`config.mk`:
```
export PLATFORM = sky130hd
export DESIGN_NAME = vp8_apb_regs
export DESIGN_NICKNAME = d
export VERILOG_FILES = /design/src/vp8_recon_pkg.sv /design/src/vp8_apb_regs.sv
export SDC_FILE = /design/constraint.sdc
export NUM_CORES = 1
export LEC_CHECK = 0
export ABC_AREA = 1
export BUFFER_PORTS_ARGS = -buffer_cell sky130_fd_sc_hd__buf_2
export CORE_MARGIN = 1
export CORE_UTILIZATION = 40
export DETAILED_ROUTE_END_ITERATION = 8
export PLACE_DENSITY = 0.71
export SLEW_MARGIN = 20
export SYNTH_ARGS = -nofsm -noshare
export SYNTH_HDL_FRONTEND = slang
export SYNTH_SLANG_ARGS = --single-unit
```
`constraint.sdc`:
```
create_clock -name clk -period 2.2 [get_ports clk]
set_input_delay 0.22 -clock clk [delete_from_list [all_inputs] [get_ports clk]]
set_output_delay 0.22 -clock clk [all_outputs]
set_load 0.01 [all_outputs]
```
`src/vp8_recon_pkg.sv`:
```
// VP8 reconstruction shared definitions
`default_nettype none

package vp8_recon_pkg;

    // ------------------------------------------------------------
    // Datapath widths
    // ------------------------------------------------------------
    localparam int blk_n   = 16;
    localparam int coef_w  = 16;
    localparam int pix_w   = 8;
    localparam int quant_w = 9;
    // First pass intermediate
    localparam int tmp_w   = 19;
    // Second pass sums, two bits of headroom over tmp_w
    localparam int sum_w   = tmp_w + 2;
    // Signed coefficient times zero-extended factor
    localparam int prod_w  = coef_w + quant_w + 1;

    // ------------------------------------------------------------
    // Transform constants, 16-bit fixed point
    // ------------------------------------------------------------
    localparam int k_w = 18;
    // 65536 + 20091
    localparam logic signed [k_w-1:0] k_cos = 18'sd85627;
    localparam logic signed [k_w-1:0] k_sin = 18'sd35468;

    // ------------------------------------------------------------
    // APB register map
    // ------------------------------------------------------------
    localparam int apb_addr_w = 8;
    localparam int apb_data_w = 32;

    localparam logic [apb_addr_w-1:0] addr_ctrl   = 8'h00;
    localparam logic [apb_addr_w-1:0] addr_status = 8'h04;
    localparam logic [apb_addr_w-1:0] addr_quant  = 8'h08;
    // Eight words, two coefficients each
    localparam logic [apb_addr_w-1:0] addr_coef0  = 8'h10;
    // Four words, four pixels each
    localparam logic [apb_addr_w-1:0] addr_pred0  = 8'h30;
    localparam logic [apb_addr_w-1:0] addr_recon0 = 8'h40;

    // One bus word seen as coefficient pair or pixel quad
    typedef union packed {
        logic [1:0][coef_w-1:0] coef;
        logic [3:0][pix_w-1:0]  pix;
    } apb_word_u;

endpackage

`default_nettype wire

```
`src/vp8_apb_regs.sv`:
```
// VP8 reconstruction APB register file
`timescale 1ns/1ps
`default_nettype none

module vp8_apb_regs (
    input  logic                                                 clk,
    input  logic                                                 rst_n,
    input  logic                                                 psel_i,
    input  logic                                                 penable_i,
    input  logic                                                 pwrite_i,
    input  logic [vp8_recon_pkg::apb_addr_w-1:0]                 paddr_i,
    input  logic [vp8_recon_pkg::apb_data_w-1:0]                 pwdata_i,
    input  logic [vp8_recon_pkg::blk_n*vp8_recon_pkg::pix_w-1:0] recon_i,
    input  logic                                                 recon_valid_i,
    output logic [vp8_recon_pkg::apb_data_w-1:0]                 prdata_o,
    output logic                                                 pready_o,
    output logic [vp8_recon_pkg::blk_n*vp8_recon_pkg::coef_w-1:0] coef_o,
    output logic [vp8_recon_pkg::blk_n*vp8_recon_pkg::pix_w-1:0] pred_o,
    output logic [vp8_recon_pkg::quant_w-1:0]                    dc_q_o,
    output logic [vp8_recon_pkg::quant_w-1:0]                    ac_q_o,
    output logic                                                 start_o
);

    // Storage, one outer element per bus word
    logic [vp8_recon_pkg::blk_n/2-1:0][1:0][vp8_recon_pkg::coef_w-1:0] coef_q;
    logic [vp8_recon_pkg::blk_n/4-1:0][3:0][vp8_recon_pkg::pix_w-1:0]  pred_q;
    logic [vp8_recon_pkg::blk_n/4-1:0][3:0][vp8_recon_pkg::pix_w-1:0]  recon_q;
    logic [vp8_recon_pkg::quant_w-1:0] dc_q;
    logic [vp8_recon_pkg::quant_w-1:0] ac_q;
    logic                              start_q;
    logic                              done_q;

    vp8_recon_pkg::apb_word_u wdata_u;
    vp8_recon_pkg::apb_word_u rdata_u;

    logic                                  wr_en;
    logic                                  aligned;
    logic                                  coef_hit;
    logic                                  pred_hit;
    logic                                  recon_hit;
    logic [vp8_recon_pkg::apb_addr_w-1:0]  coef_off;
    logic [vp8_recon_pkg::apb_addr_w-1:0]  pred_off;
    logic [vp8_recon_pkg::apb_addr_w-1:0]  recon_off;
    logic [2:0]                            coef_idx;
    logic [1:0]                            pred_idx;
    logic [1:0]                            recon_idx;

    // ------------------------------------------------------------
    // Address decode
    // ------------------------------------------------------------
    assign wr_en   = psel_i & penable_i & pwrite_i;
    assign aligned = (paddr_i[1:0] == 2'b00);
    assign wdata_u = pwdata_i;

    assign coef_hit  = aligned && (paddr_i >= vp8_recon_pkg::addr_coef0)
                               && (paddr_i <  vp8_recon_pkg::addr_pred0);
    assign pred_hit  = aligned && (paddr_i >= vp8_recon_pkg::addr_pred0)
                               && (paddr_i <  vp8_recon_pkg::addr_recon0);
    assign recon_hit = aligned && (paddr_i >= vp8_recon_pkg::addr_recon0)
                               && (paddr_i <  vp8_recon_pkg::addr_recon0 + 8'h10);

    assign coef_off  = paddr_i - vp8_recon_pkg::addr_coef0;
    assign pred_off  = paddr_i - vp8_recon_pkg::addr_pred0;
    assign recon_off = paddr_i - vp8_recon_pkg::addr_recon0;
    assign coef_idx  = coef_off[4:2];
    assign pred_idx  = pred_off[3:2];
    assign recon_idx = recon_off[3:2];

    // ------------------------------------------------------------
    // Register writes, start pulse and done flag
    // ------------------------------------------------------------
    always_ff @(posedge clk or negedge rst_n) begin
        if (!rst_n) begin
            coef_q  <= '0;
            pred_q  <= '0;
            recon_q <= '0;
            dc_q    <= '0;
            ac_q    <= '0;
            start_q <= 1'b0;
            done_q  <= 1'b0;
        end else begin
            start_q <= wr_en && (paddr_i == vp8_recon_pkg::addr_ctrl) && pwdata_i[0];
            if (wr_en && coef_hit) begin
                coef_q[coef_idx] <= wdata_u.coef;
            end
            if (wr_en && pred_hit) begin
                pred_q[pred_idx] <= wdata_u.pix;
            end
            if (wr_en && (paddr_i == vp8_recon_pkg::addr_quant)) begin
                dc_q <= pwdata_i[vp8_recon_pkg::quant_w-1:0];
                ac_q <= pwdata_i[16 +: vp8_recon_pkg::quant_w];
            end
            if (recon_valid_i) begin
                recon_q <= recon_i;
            end
            // A fresh start wins over a result still draining
            if (start_q) begin
                done_q <= 1'b0;
            end else if (recon_valid_i) begin
                done_q <= 1'b1;
            end
        end
    end

    // ------------------------------------------------------------
    // Read mux, CTRL and unmapped space read as zero
    // ------------------------------------------------------------
    always_comb begin
        rdata_u = '0;
        if (coef_hit) begin
            rdata_u.coef = coef_q[coef_idx];
        end else if (pred_hit) begin
            rdata_u.pix = pred_q[pred_idx];
        end else if (recon_hit) begin
            rdata_u.pix = recon_q[recon_idx];
        end else if (paddr_i == vp8_recon_pkg::addr_status) begin
            rdata_u = {31'b0, done_q};
        end else if (paddr_i == vp8_recon_pkg::addr_quant) begin
            rdata_u = {{(16-vp8_recon_pkg::quant_w){1'b0}}, ac_q,
                       {(16-vp8_recon_pkg::quant_w){1'b0}}, dc_q};
        end
    end

    assign prdata_o = rdata_u;
    assign pready_o = 1'b1;
    assign coef_o   = coef_q;
    assign pred_o   = pred_q;
    assign dc_q_o   = dc_q;
    assign ac_q_o   = ac_q;
    assign start_o  = start_q;

endmodule

`default_nettype wire

```
# Word level (Yosys, flattened, before mapping)
# Cells that the tools add are included.
# word_totals
reg_bits	532
inputBits	174
out_inout_bits	436
wordCells	105
# op_classes
add_sub_neg	3
n_lt_le_gt_ge	11
eq_ne	2
n_mux	19
n_bitwise	2
reduce_logical	16
# op_table
operator	n
256-bit bitwise mux	1
32-bit two-way mux	8
32-bit binary-select mux with 2-bit select	2
128-bit bitwise mux	1
32-bit binary-select mux with 3-bit select	1
32-bit demux with 3-bit select	1
32-bit demux with 2-bit select	1
25-bit two-way mux	2
8-bit by 7-bit < comparator with 1-bit output (second input constant)	2
1-bit logical AND	13
8-bit by 3-bit == test with 1-bit output (second input constant)	1
8-bit by 4-bit == test with 1-bit output (second input constant)	1
8-bit by 5-bit >= comparator with 1-bit output (second input constant)	1
8-bit by 6-bit >= comparator with 1-bit output (second input constant)	1
8-bit by 7-bit >= comparator with 1-bit output (second input constant)	1
8-bit logical NOT	1
8-bit by 6-bit < comparator with 1-bit output (second input constant)	1
4-bit by 1-bit subtractor with 4-bit output (second input constant)	2
2-bit by 3-bit < comparator with 1-bit output (second input constant)	2
5-bit subtractor (second input constant)	1
3-bit by 4-bit < comparator with 1-bit output (second input constant)	1
3-bit by 1-bit >= comparator with 1-bit output (second input constant)	1
1-bit AND	2
2-bit by 1-bit >= comparator with 1-bit output (second input constant)	1
3 further kinds	4

# Longest topological paths before layout
# Gate-level depths: netlist of the first run.
# logic_depth
word_depth	6
depth_mapped	11
depth_no_buf	9

# Worst setup path before layout of the first run
# OpenSTA, ideal clock, no wires.
# synth_timing
kind	input to output
start	input port paddr_i[2] (netlist name)
end	output port prdata_o[19] (netlist name)
arrival_ps	1471
t_required_ps	1980
slack_ps	509
cell_stages	8
n_path_buf	3
path_cell_list	buf_2 -> nor2_1 -> clkbuf_1 -> buf_2 -> nand2_1 -> nand4_1 -> nand3_1 -> nand2_1
# synth_between
elab_chain_cells	6
word_cells_on_any_way	28
cone_classes	add/sub (3); order compare (6); eq/ne (2); mux (11); reduce/logical (6)
# synth_rtl
item	line_no	text
from (decl)	vp8_apb_regs.sv:11	input logic [vp8_recon_pkg::apb_addr_w-1:0] paddr_i,
4-bit by 1-bit subtractor with 4-bit output, or another cell as far along	vp8_apb_regs.sv:63, vp8_apb_regs.sv:64	
32-bit binary-select mux with 2-bit select, or another cell as far along	vp8_apb_regs.sv:115	rdata_u.pix = recon_q[recon_idx];
32-bit two-way mux (implied by the code), or another cell as far along	vp8_apb_regs.sv:115	
32-bit two-way mux	vp8_apb_regs.sv:114	end else if (recon_hit) begin
32-bit two-way mux	vp8_apb_regs.sv:112	end else if (pred_hit) begin
32-bit two-way mux *	vp8_apb_regs.sv:110	if (coef_hit) begin
to (decl)	vp8_apb_regs.sv:15	output logic [vp8_recon_pkg::apb_data_w-1:0] prdata_o,
# Every way passes the cells marked *; elsewhere a longest branch is shown, timed or not. The select of a mux whose other input is x is not followed.

# Final worst setup path of the first run
# layout_timing
start	register coef_q, in the netlist coef_o[159]
end	output port prdata_o[31] (netlist name)
# layout_between
elab_chain_cells	3
# layout_rtl
item	line_no	text
from (decl)	vp8_apb_regs.sv:25	logic [vp8_recon_pkg::blk_n/2-1:0][1:0][vp8_recon_pkg::coef_w-1:0] coef_q;
from (signal, indexed assignment)	vp8_apb_regs.sv:84	coef_q[coef_idx] <= wdata_u.coef;
32-bit binary-select mux with 3-bit select	vp8_apb_regs.sv:111	rdata_u.coef = coef_q[coef_idx];
32-bit two-way mux (implied by the code)	vp8_apb_regs.sv:111	
32-bit two-way mux	vp8_apb_regs.sv:110	
# No other way between the ends. The select of a mux whose other input is x is not followed.

==> results of run 1 <==
-- state kept, by name (all words and copies together), names as in the netlist --
name,flops
done_q,1
start_o,1
recon_q,128
coef_o,256
pred_o,128
dc_q_o,9
ac_q_o,9
-- worst min path at each step --
stage	from	endpoint	slack, ns	cells past startpoint
detailed placement	rst_n	recon_q[96]	0.30	1
global route	recon_valid_i	recon_q[95]	0.04	3
floorplan	rst_n	ac_q_o[0]	-0.08	0
global placement	rst_n	ac_q_o[4]	0.30	1
finish	recon_valid_i	recon_q[95]	0.03	3
CTS	recon_valid_i	recon_q[76]	0.0001	3
-- worst min-delay path: cells and delay by family --
family	cells	cell delay [ns]
buffers and inverters	1	0.19
AND/OR/NAND/NOR	1	0.09
AO/OA/AOI/OAI	1	0.08
-- placed cells by master (no fill, tap or decap), drive strengths merged --
cell,n
nand2,1158
buf,725
dfrtp,532
o21ai,506
inv,187
nor2,177
dlygate4sd3,147
nand3,134
clkbuf,88
a21oi,78
nand4,60
clkinv,15
diode,6
bufinv,5
clkinvlp,2
nor3,1
conb,1
-- synth_stat cells --
library cell / number
clkinv_1: 4
buf_1: 18
nand3_1: 134
nor3_4: 1
o21ai_0: 504
inv_2: 3
nand2_1: 1150
nand4_1: 60
dfrtp_1: 532
buf_4: 1
nor2_2: 1
inv_1: 186
a21oi_1: 78
conb_1: 1
nand2_2: 8
clkbuf_1: 175
buf_2: 23
nor2_1: 176
o21ai_1: 2
-- layout make-up --
class / count / share of cell area
Sequential cell: 532 / 0.415
Antenna cell: 6 / 0.000469
Clock buffer: 88 / 0.0538
Timing Repair Buffer: 872 / 0.184
Multi-Input combinational cell: 2115 / 0.286
Clock inverter: 16 / 0.00691
Inverter: 193 / 0.0227
Tap cell: 773 / 0.0302
-- power by group through the flow --
stage | registers (mW) | logic [mW] | clock network (mW)
final | 10.3 | 2.24 | 10.0
after global routing | 10.3 | 2.45 | 10.5
after CTS | 10.3 | 2.20 | 10.1
after detailed placement | 10.5 | 1.99 | 0
after global placement | 10.5 | 1.98 | 0
after floorplan | 10.5 | 0.811 | 0
-- what timing repair did --
item	in CTS	in global routing
hold buffers	147	0
hold endpoints to repair	178	0
setup endpoints to repair	6	11
pin swaps	0	0
resized for setup	6	14
cloned	0	0
-- metal layers --
metal / wire, microns / vias to the layer above
met2: 44100 / 1389
met3: 10600 / 195
met5: 0 / -
li1: - / 11200
met1: 42100 / 11700
met4: 3460 / 0
-- logic make-up after synthesis --
family / after synthesis / synth area share
buffers and inverters: 410 / 0.0657
AND/OR/NAND/NOR: 1530 / 0.255
AO/OA/AOI/OAI: 584 / 0.122
flip-flops: 532 / 0.557
other: 1 / 0.000157
-- metrics by stage --
stage	worst slack [ns]	total power, mW	util
after global routing	0.00503	23.3	0.543
after detailed placement	0.0503	12.5	0.484
final	0.0663	22.6	0.543
after CTS	0.0143	22.6	0.542
after floorplan	0.509	11.3	-
after global placement	0.0585	12.4	0.484
==> results.py, run 1 <==
metrics = {
    "critical_path": {
        "critical_path.cell_chain": "nand2_1 > nand2_1 > nand2_1 > nand4_1 > nand3_1 > nand2_1 > buf_2",
        "crit_type": "register to output pin",
        "critPathCaptureType": "output pin",
        "crit_end": "prdata_o[31]",
        "reg2reg_depth": 2,
        "worstSetupStartpoint": "coef_o[159]",
        "crit_fanout": 3,
        "path_depth": 7,
        "reg2reg_from": "coef_o[82]",
        "r2r_end": "coef_o[82]",
        "path_buf_inv": 1,
        "critPathLaunchType": "register",
        "cp_slowest_stage_delay_ns": 0.44,
        "crit_path_frequent_cell": "nand2_1",
        "crit_family": "simple AND/OR/NAND/NOR gates",
        "reg2reg_slack_ns": 1.42,
        "crit_path_top_delay_cell": "dfrtp_1",
        "cp_data_arrival_time_ns": 1.91,
        "critPathRequiredTime_ns": 1.98,
    },
    "clocking": {
        "insertion_delay_ns": 0.60,
        "post_cts.repair.setup_buffers": 0,
        "cts_sinks": 532,
        "htree_num_levels": 2,
        "cts_buffers": 57,
        "cts_root_buffer": "clkbuf_16",
        "cts_tree": "yes",
        "clockBufferDepth": 3,
        "path_clk_slew_ns": 0.06,
    },
    "route": {
        "detail-route-antenna-nets": 0,
        "firstDrtPassIters": 6,
        "drtIter0Drc": 2382,
        "wire_per_inst_microns": 21.8,
        "wl_mm": 100,
        "vias": 24500,
        "route.detailed.drc": 0,
        "vias_per_cell": 5.32,
    },
    "hold_path": {
        "min_path_type": "primary input to register",
    },
    "finish": {
        "fin_area_sq_um": 32000,
        "fillerInstances": 5320,
        "areaGrowthSynthToFinish_pct": 34.1,
        "num-nets-final": 3945,
        "multi_input_area_sq_um": 9170,
        "register_area_sq_um": 13300,
        "drive_gt1_frac": 0.225,
        "fin_cells": 4595,
    },
    "synth": {
        "ys_ff_latch": 532,
        "syn-cell-area_sq_um": 23900,
        "netlist.area_leader.share": 0.557,
        "synth_nets": 3231,
        "yosys_warnings": 0,
        "yosysUniqueCellTypes": 19,
        "synth_area_leader_cell": "dfrtp_1",
        "syn_inst": 3057,
        "syn_avg_cell_area_sq_um": 7.82,
        "yosysSeqAreaShare": 0.557,
        "yosys-top-cells-area": "dfrtp_1 (56%), nand2_1 (18%), o21ai_0 (11%)",
    },
    "global_route": {
        "top_usage_layer": "met2",
        "met2_usage": 0.492,
        "grt_pass1_wl_mm": 147,
        "grt-ovfl-total": 0,
        "grt_max_degree": 74,
        "grt.met1_usage": 0.459,
        "antenna_found_initial": 6,
        "grt_pass1_vias": 22900,
        "grtUsageMet3": 0.0703,
        "track_usage": 0.325,
    },
    "pwr": {
        "clkPwrFrac": 0.444,
        "pwr-share-comb": 0.099,
        "power_leakage_nw": 16.7,
        "p_sw_mw": 5.72,
        "p_per_area_nw_per_um2": 705,
        "seqPwrFrac": 0.457,
        "p_sw_frac": 0.253,
        "p_int_mw": 16.9,
        "vdd_drop_max_v": 0.000587,
    },
    "die": {
        "core_sq_um": 59000,
        "dieArea_sq_um": 60700,
        "ios": 610,
        "fp-row-count": 89,
        "die-height_microns": 246,
        "start_util": 0.405,
        "die-width_microns": 246,
    },
    "job": {
        "maxCapViolCount": 0,
    },
    "timing": {
        "fmax_ghz": 0.469,
        "relSlewSlack": 0.511,
        "hold_violations": 0,
        "final_max_slew_viol_count": 0,
        "worst_pin_slew_ns": 0.734,
        "skew_ns": 0.000214,
        "setup_violations": 0,
        "hold_ws_ns": 0.0296,
        "finalCritPeriodShare": 0.970,
        "min_period_ns": 2.13,
        "grt_setup_unrepaired": "no",
        "tns_ns": 0,
    },
    "outcome": {
        "status": "finished, final reports clean",
    },
    "placed_design": {
        "dp_hpwl_mm": 71.4,
        "gp_congestion": 0.947,
        "place_inst": 4338,
        "port-buffer-count": 608,
        "placed_area_sq_um": 28600,
    },
}
(Power assumes the default switching activity.)
==> run 2, diff against run 1 <==
- CORE_UTILIZATION: 40 -> 39
- PLACE_DENSITY: 0.71 -> default
==> results.py, run 2 (synthesized netlist as in run 1, its figures left out) <==
metrics = {
    "critical_path": {
        "crit_type": "register to output pin",
        "crit_path_top_delay_cell": "dfrtp_1",
        "cp_slowest_stage_delay_ns": 0.36,
        "crit_family": "simple AND/OR/NAND/NOR gates",
        "crit_fanout": 2,
        "critPathLaunchType": "register",
        "path_depth": 7,
        "critPathCaptureType": "output pin",
        "reg2reg_depth": 3,
        "path_buf_inv": 2,
        "cp_data_arrival_time_ns": 1.95,
        "critical_path.cell_chain": "inv_1 > nor2_1 > nor2_1 > nand3_1 > nand3_1 > nand2_1 > buf_2",
        "critPathRequiredTime_ns": 1.98,
    },
    "route": {
        "route.detailed.drc": 0,
        "detail-route-antenna-nets": 0,
        "wire_per_inst_microns": 22.0,
        "wl_mm": 101,
        "drtIter0Drc": 2398,
        "firstDrtPassIters": 5,
        "vias": 24000,
        "vias_per_cell": 5.22,
    },
    "timing": {
        "hold_violations": 0,
        "finalCritPeriodShare": 0.988,
        "hold_ws_ns": 0.0430,
        "worst_pin_slew_ns": 0.698,
        "fmax_ghz": 0.460,
        "relSlewSlack": 0.534,
        "final_max_slew_viol_count": 0,
        "setup_violations": 0,
        "min_period_ns": 2.17,
        "tns_ns": 0,
        "skew_ns": 0.00198,
        "grt_setup_unrepaired": "yes",
    },
    "hold_path": {
        "min_path_type": "primary input to register",
        "hold_depth": 2,
    },
    "finish": {
        "areaGrowthSynthToFinish_pct": 34.4,
        "num-nets-final": 3951,
        "drive_gt1_frac": 0.221,
        "layout.cells.most_common": "nand2_1",
        "layout_common_cells": "nand2_1 (1,143), buf_2 (605), dfrtp_1 (532)",
        "fin_area_sq_um": 32100,
        "largest_register_ffs": 256,
    },
    "clocking": {
        "clockBufferDepth": 3,
        "cts_tree": "yes",
        "htree_num_levels": 2,
        "cts_root_buffer": "clkbuf_16",
        "path_clk_slew_ns": 0.06,
        "insertion_delay_ns": 0.60,
        "cts_buffers": 59,
        "cts_sinks": 532,
    },
    "global_route": {
        "track_usage": 0.320,
        "grt_max_degree": 89,
        "grt_pass1_vias": 22700,
        "antenna_found_initial": 5,
        "grt_pass1_wl_mm": 149,
        "grt-ovfl-total": 0,
    },
    "placed_design": {
        "port-buffer-count": 608,
        "gp_congestion": 0.935,
        "placed_area_sq_um": 28500,
        "dp_hpwl_mm": 71.7,
    },
    "pwr": {
        "power_leakage_nw": 16.7,
        "p_per_area_nw_per_um2": 694,
        "vdd_drop_max_v": 0.000623,
    },
    "outcome": {
        "status": "finished, final reports clean",
    },
    "die": {
        "die-width_microns": 250,
        "start_util": 0.395,
        "fp-row-count": 90,
        "ios": 610,
        "die-height_microns": 250,
        "dieArea_sq_um": 62300,
        "core_sq_um": 60500,
    },
    "job": {
        "maxCapViolCount": 0,
    },
}
## run 2: cell types whose count changed in the layout (fill, tap and decap cells not counted), sizes merged
| cell | before | now |
|---|---|---|
| dlygate4sd3 | 147 | 162 |
| clkinvlp | 2 | 3 |
| buf | 725 | 714 |
| bufinv | 5 | 1 |
| inv | 187 | 186 |
## run 2: worst paths after layout
path	from	end	slack [ns]
min	recon_valid_i	recon_q[93]	0.04
max	recon_q[40]	prdata_o[8]	0.03
max in group asynchronous	rst_n	pred_o[90]	1.24
min in group asynchronous	rst_n	recon_q[38]	0.10
min reg2reg	recon_q[80]	recon_q[80]	0.47
max reg2reg	recon_q[11]	recon_q[11]	0.89
## run 2: worst register-to-register path: cells and delay by family (launching register included)
| family | cells | cell delay, ns |
|---|---|---|
| compound gates | 1 | 0.09 |
| flops | 1 | 0.39 |
| buf+inv | 2 | 0.71 |
## run 2: final cells by class
cell class	count	area (sq um)
multi-input combinational	2115	9170
sequential	532	13300
timing repair buffer	876	6040
inverter	193	732
clock inverter	12	97.6
antenna	6	15.0
tap	782	978
clock buffer	88	1780
fill	5777	28300
## run 2: report_power, final
group          internal [mW]  switching [mW]  leakage, nW
Clock                   5.63            4.09        0.924
Combinational          0.816            1.46         8.61
Sequential              10.1           0.192         7.18
Total                   16.6            5.74         16.7
## run 2: layer usage
| metal | GRT usage | share of wire | vias up |
|---|---|---|---|
| met5 | 0 | 0.00013 | - |
| met4 | 0.102 | 0.033 | 2 |
| met3 | 0.0890 | 0.099 | 166 |
| met2 | 0.481 | 0.44 | 1144 |
| met1 | 0.445 | 0.43 | 11500 |
| li1 | - | - | 11200 |
## run 2: per-stage QoR
| step | total power [mW] | worst slack, ns | util | cells |
|---|---|---|---|---|
| finish | 22.3 | 0.0265 | 0.531 | 4604 |
| global route | 23.1 | -0.0327 | 0.531 | 4601 |
| CTS | 22.4 | 0.00901 | 0.530 | 4597 |
| detailed placement | 12.5 | -0.0461 | 0.472 | 4335 |
| global placement | 12.5 | -0.0657 | 0.472 | 4335 |
| floorplan | 11.3 | 0.509 | - | 3057 |
## run 2: repair_timing
| item | CTS | global route |
|---|---|---|
| pin swaps | 0 | 4 |
| resized for setup | 4 | 15 |
| setup buffers | 0 | 1 |
| hold buffers | 162 | 0 |
| endpoints found under the setup margin | 4 | 10 |
| endpoints found under the hold margin | 456 | 0 |
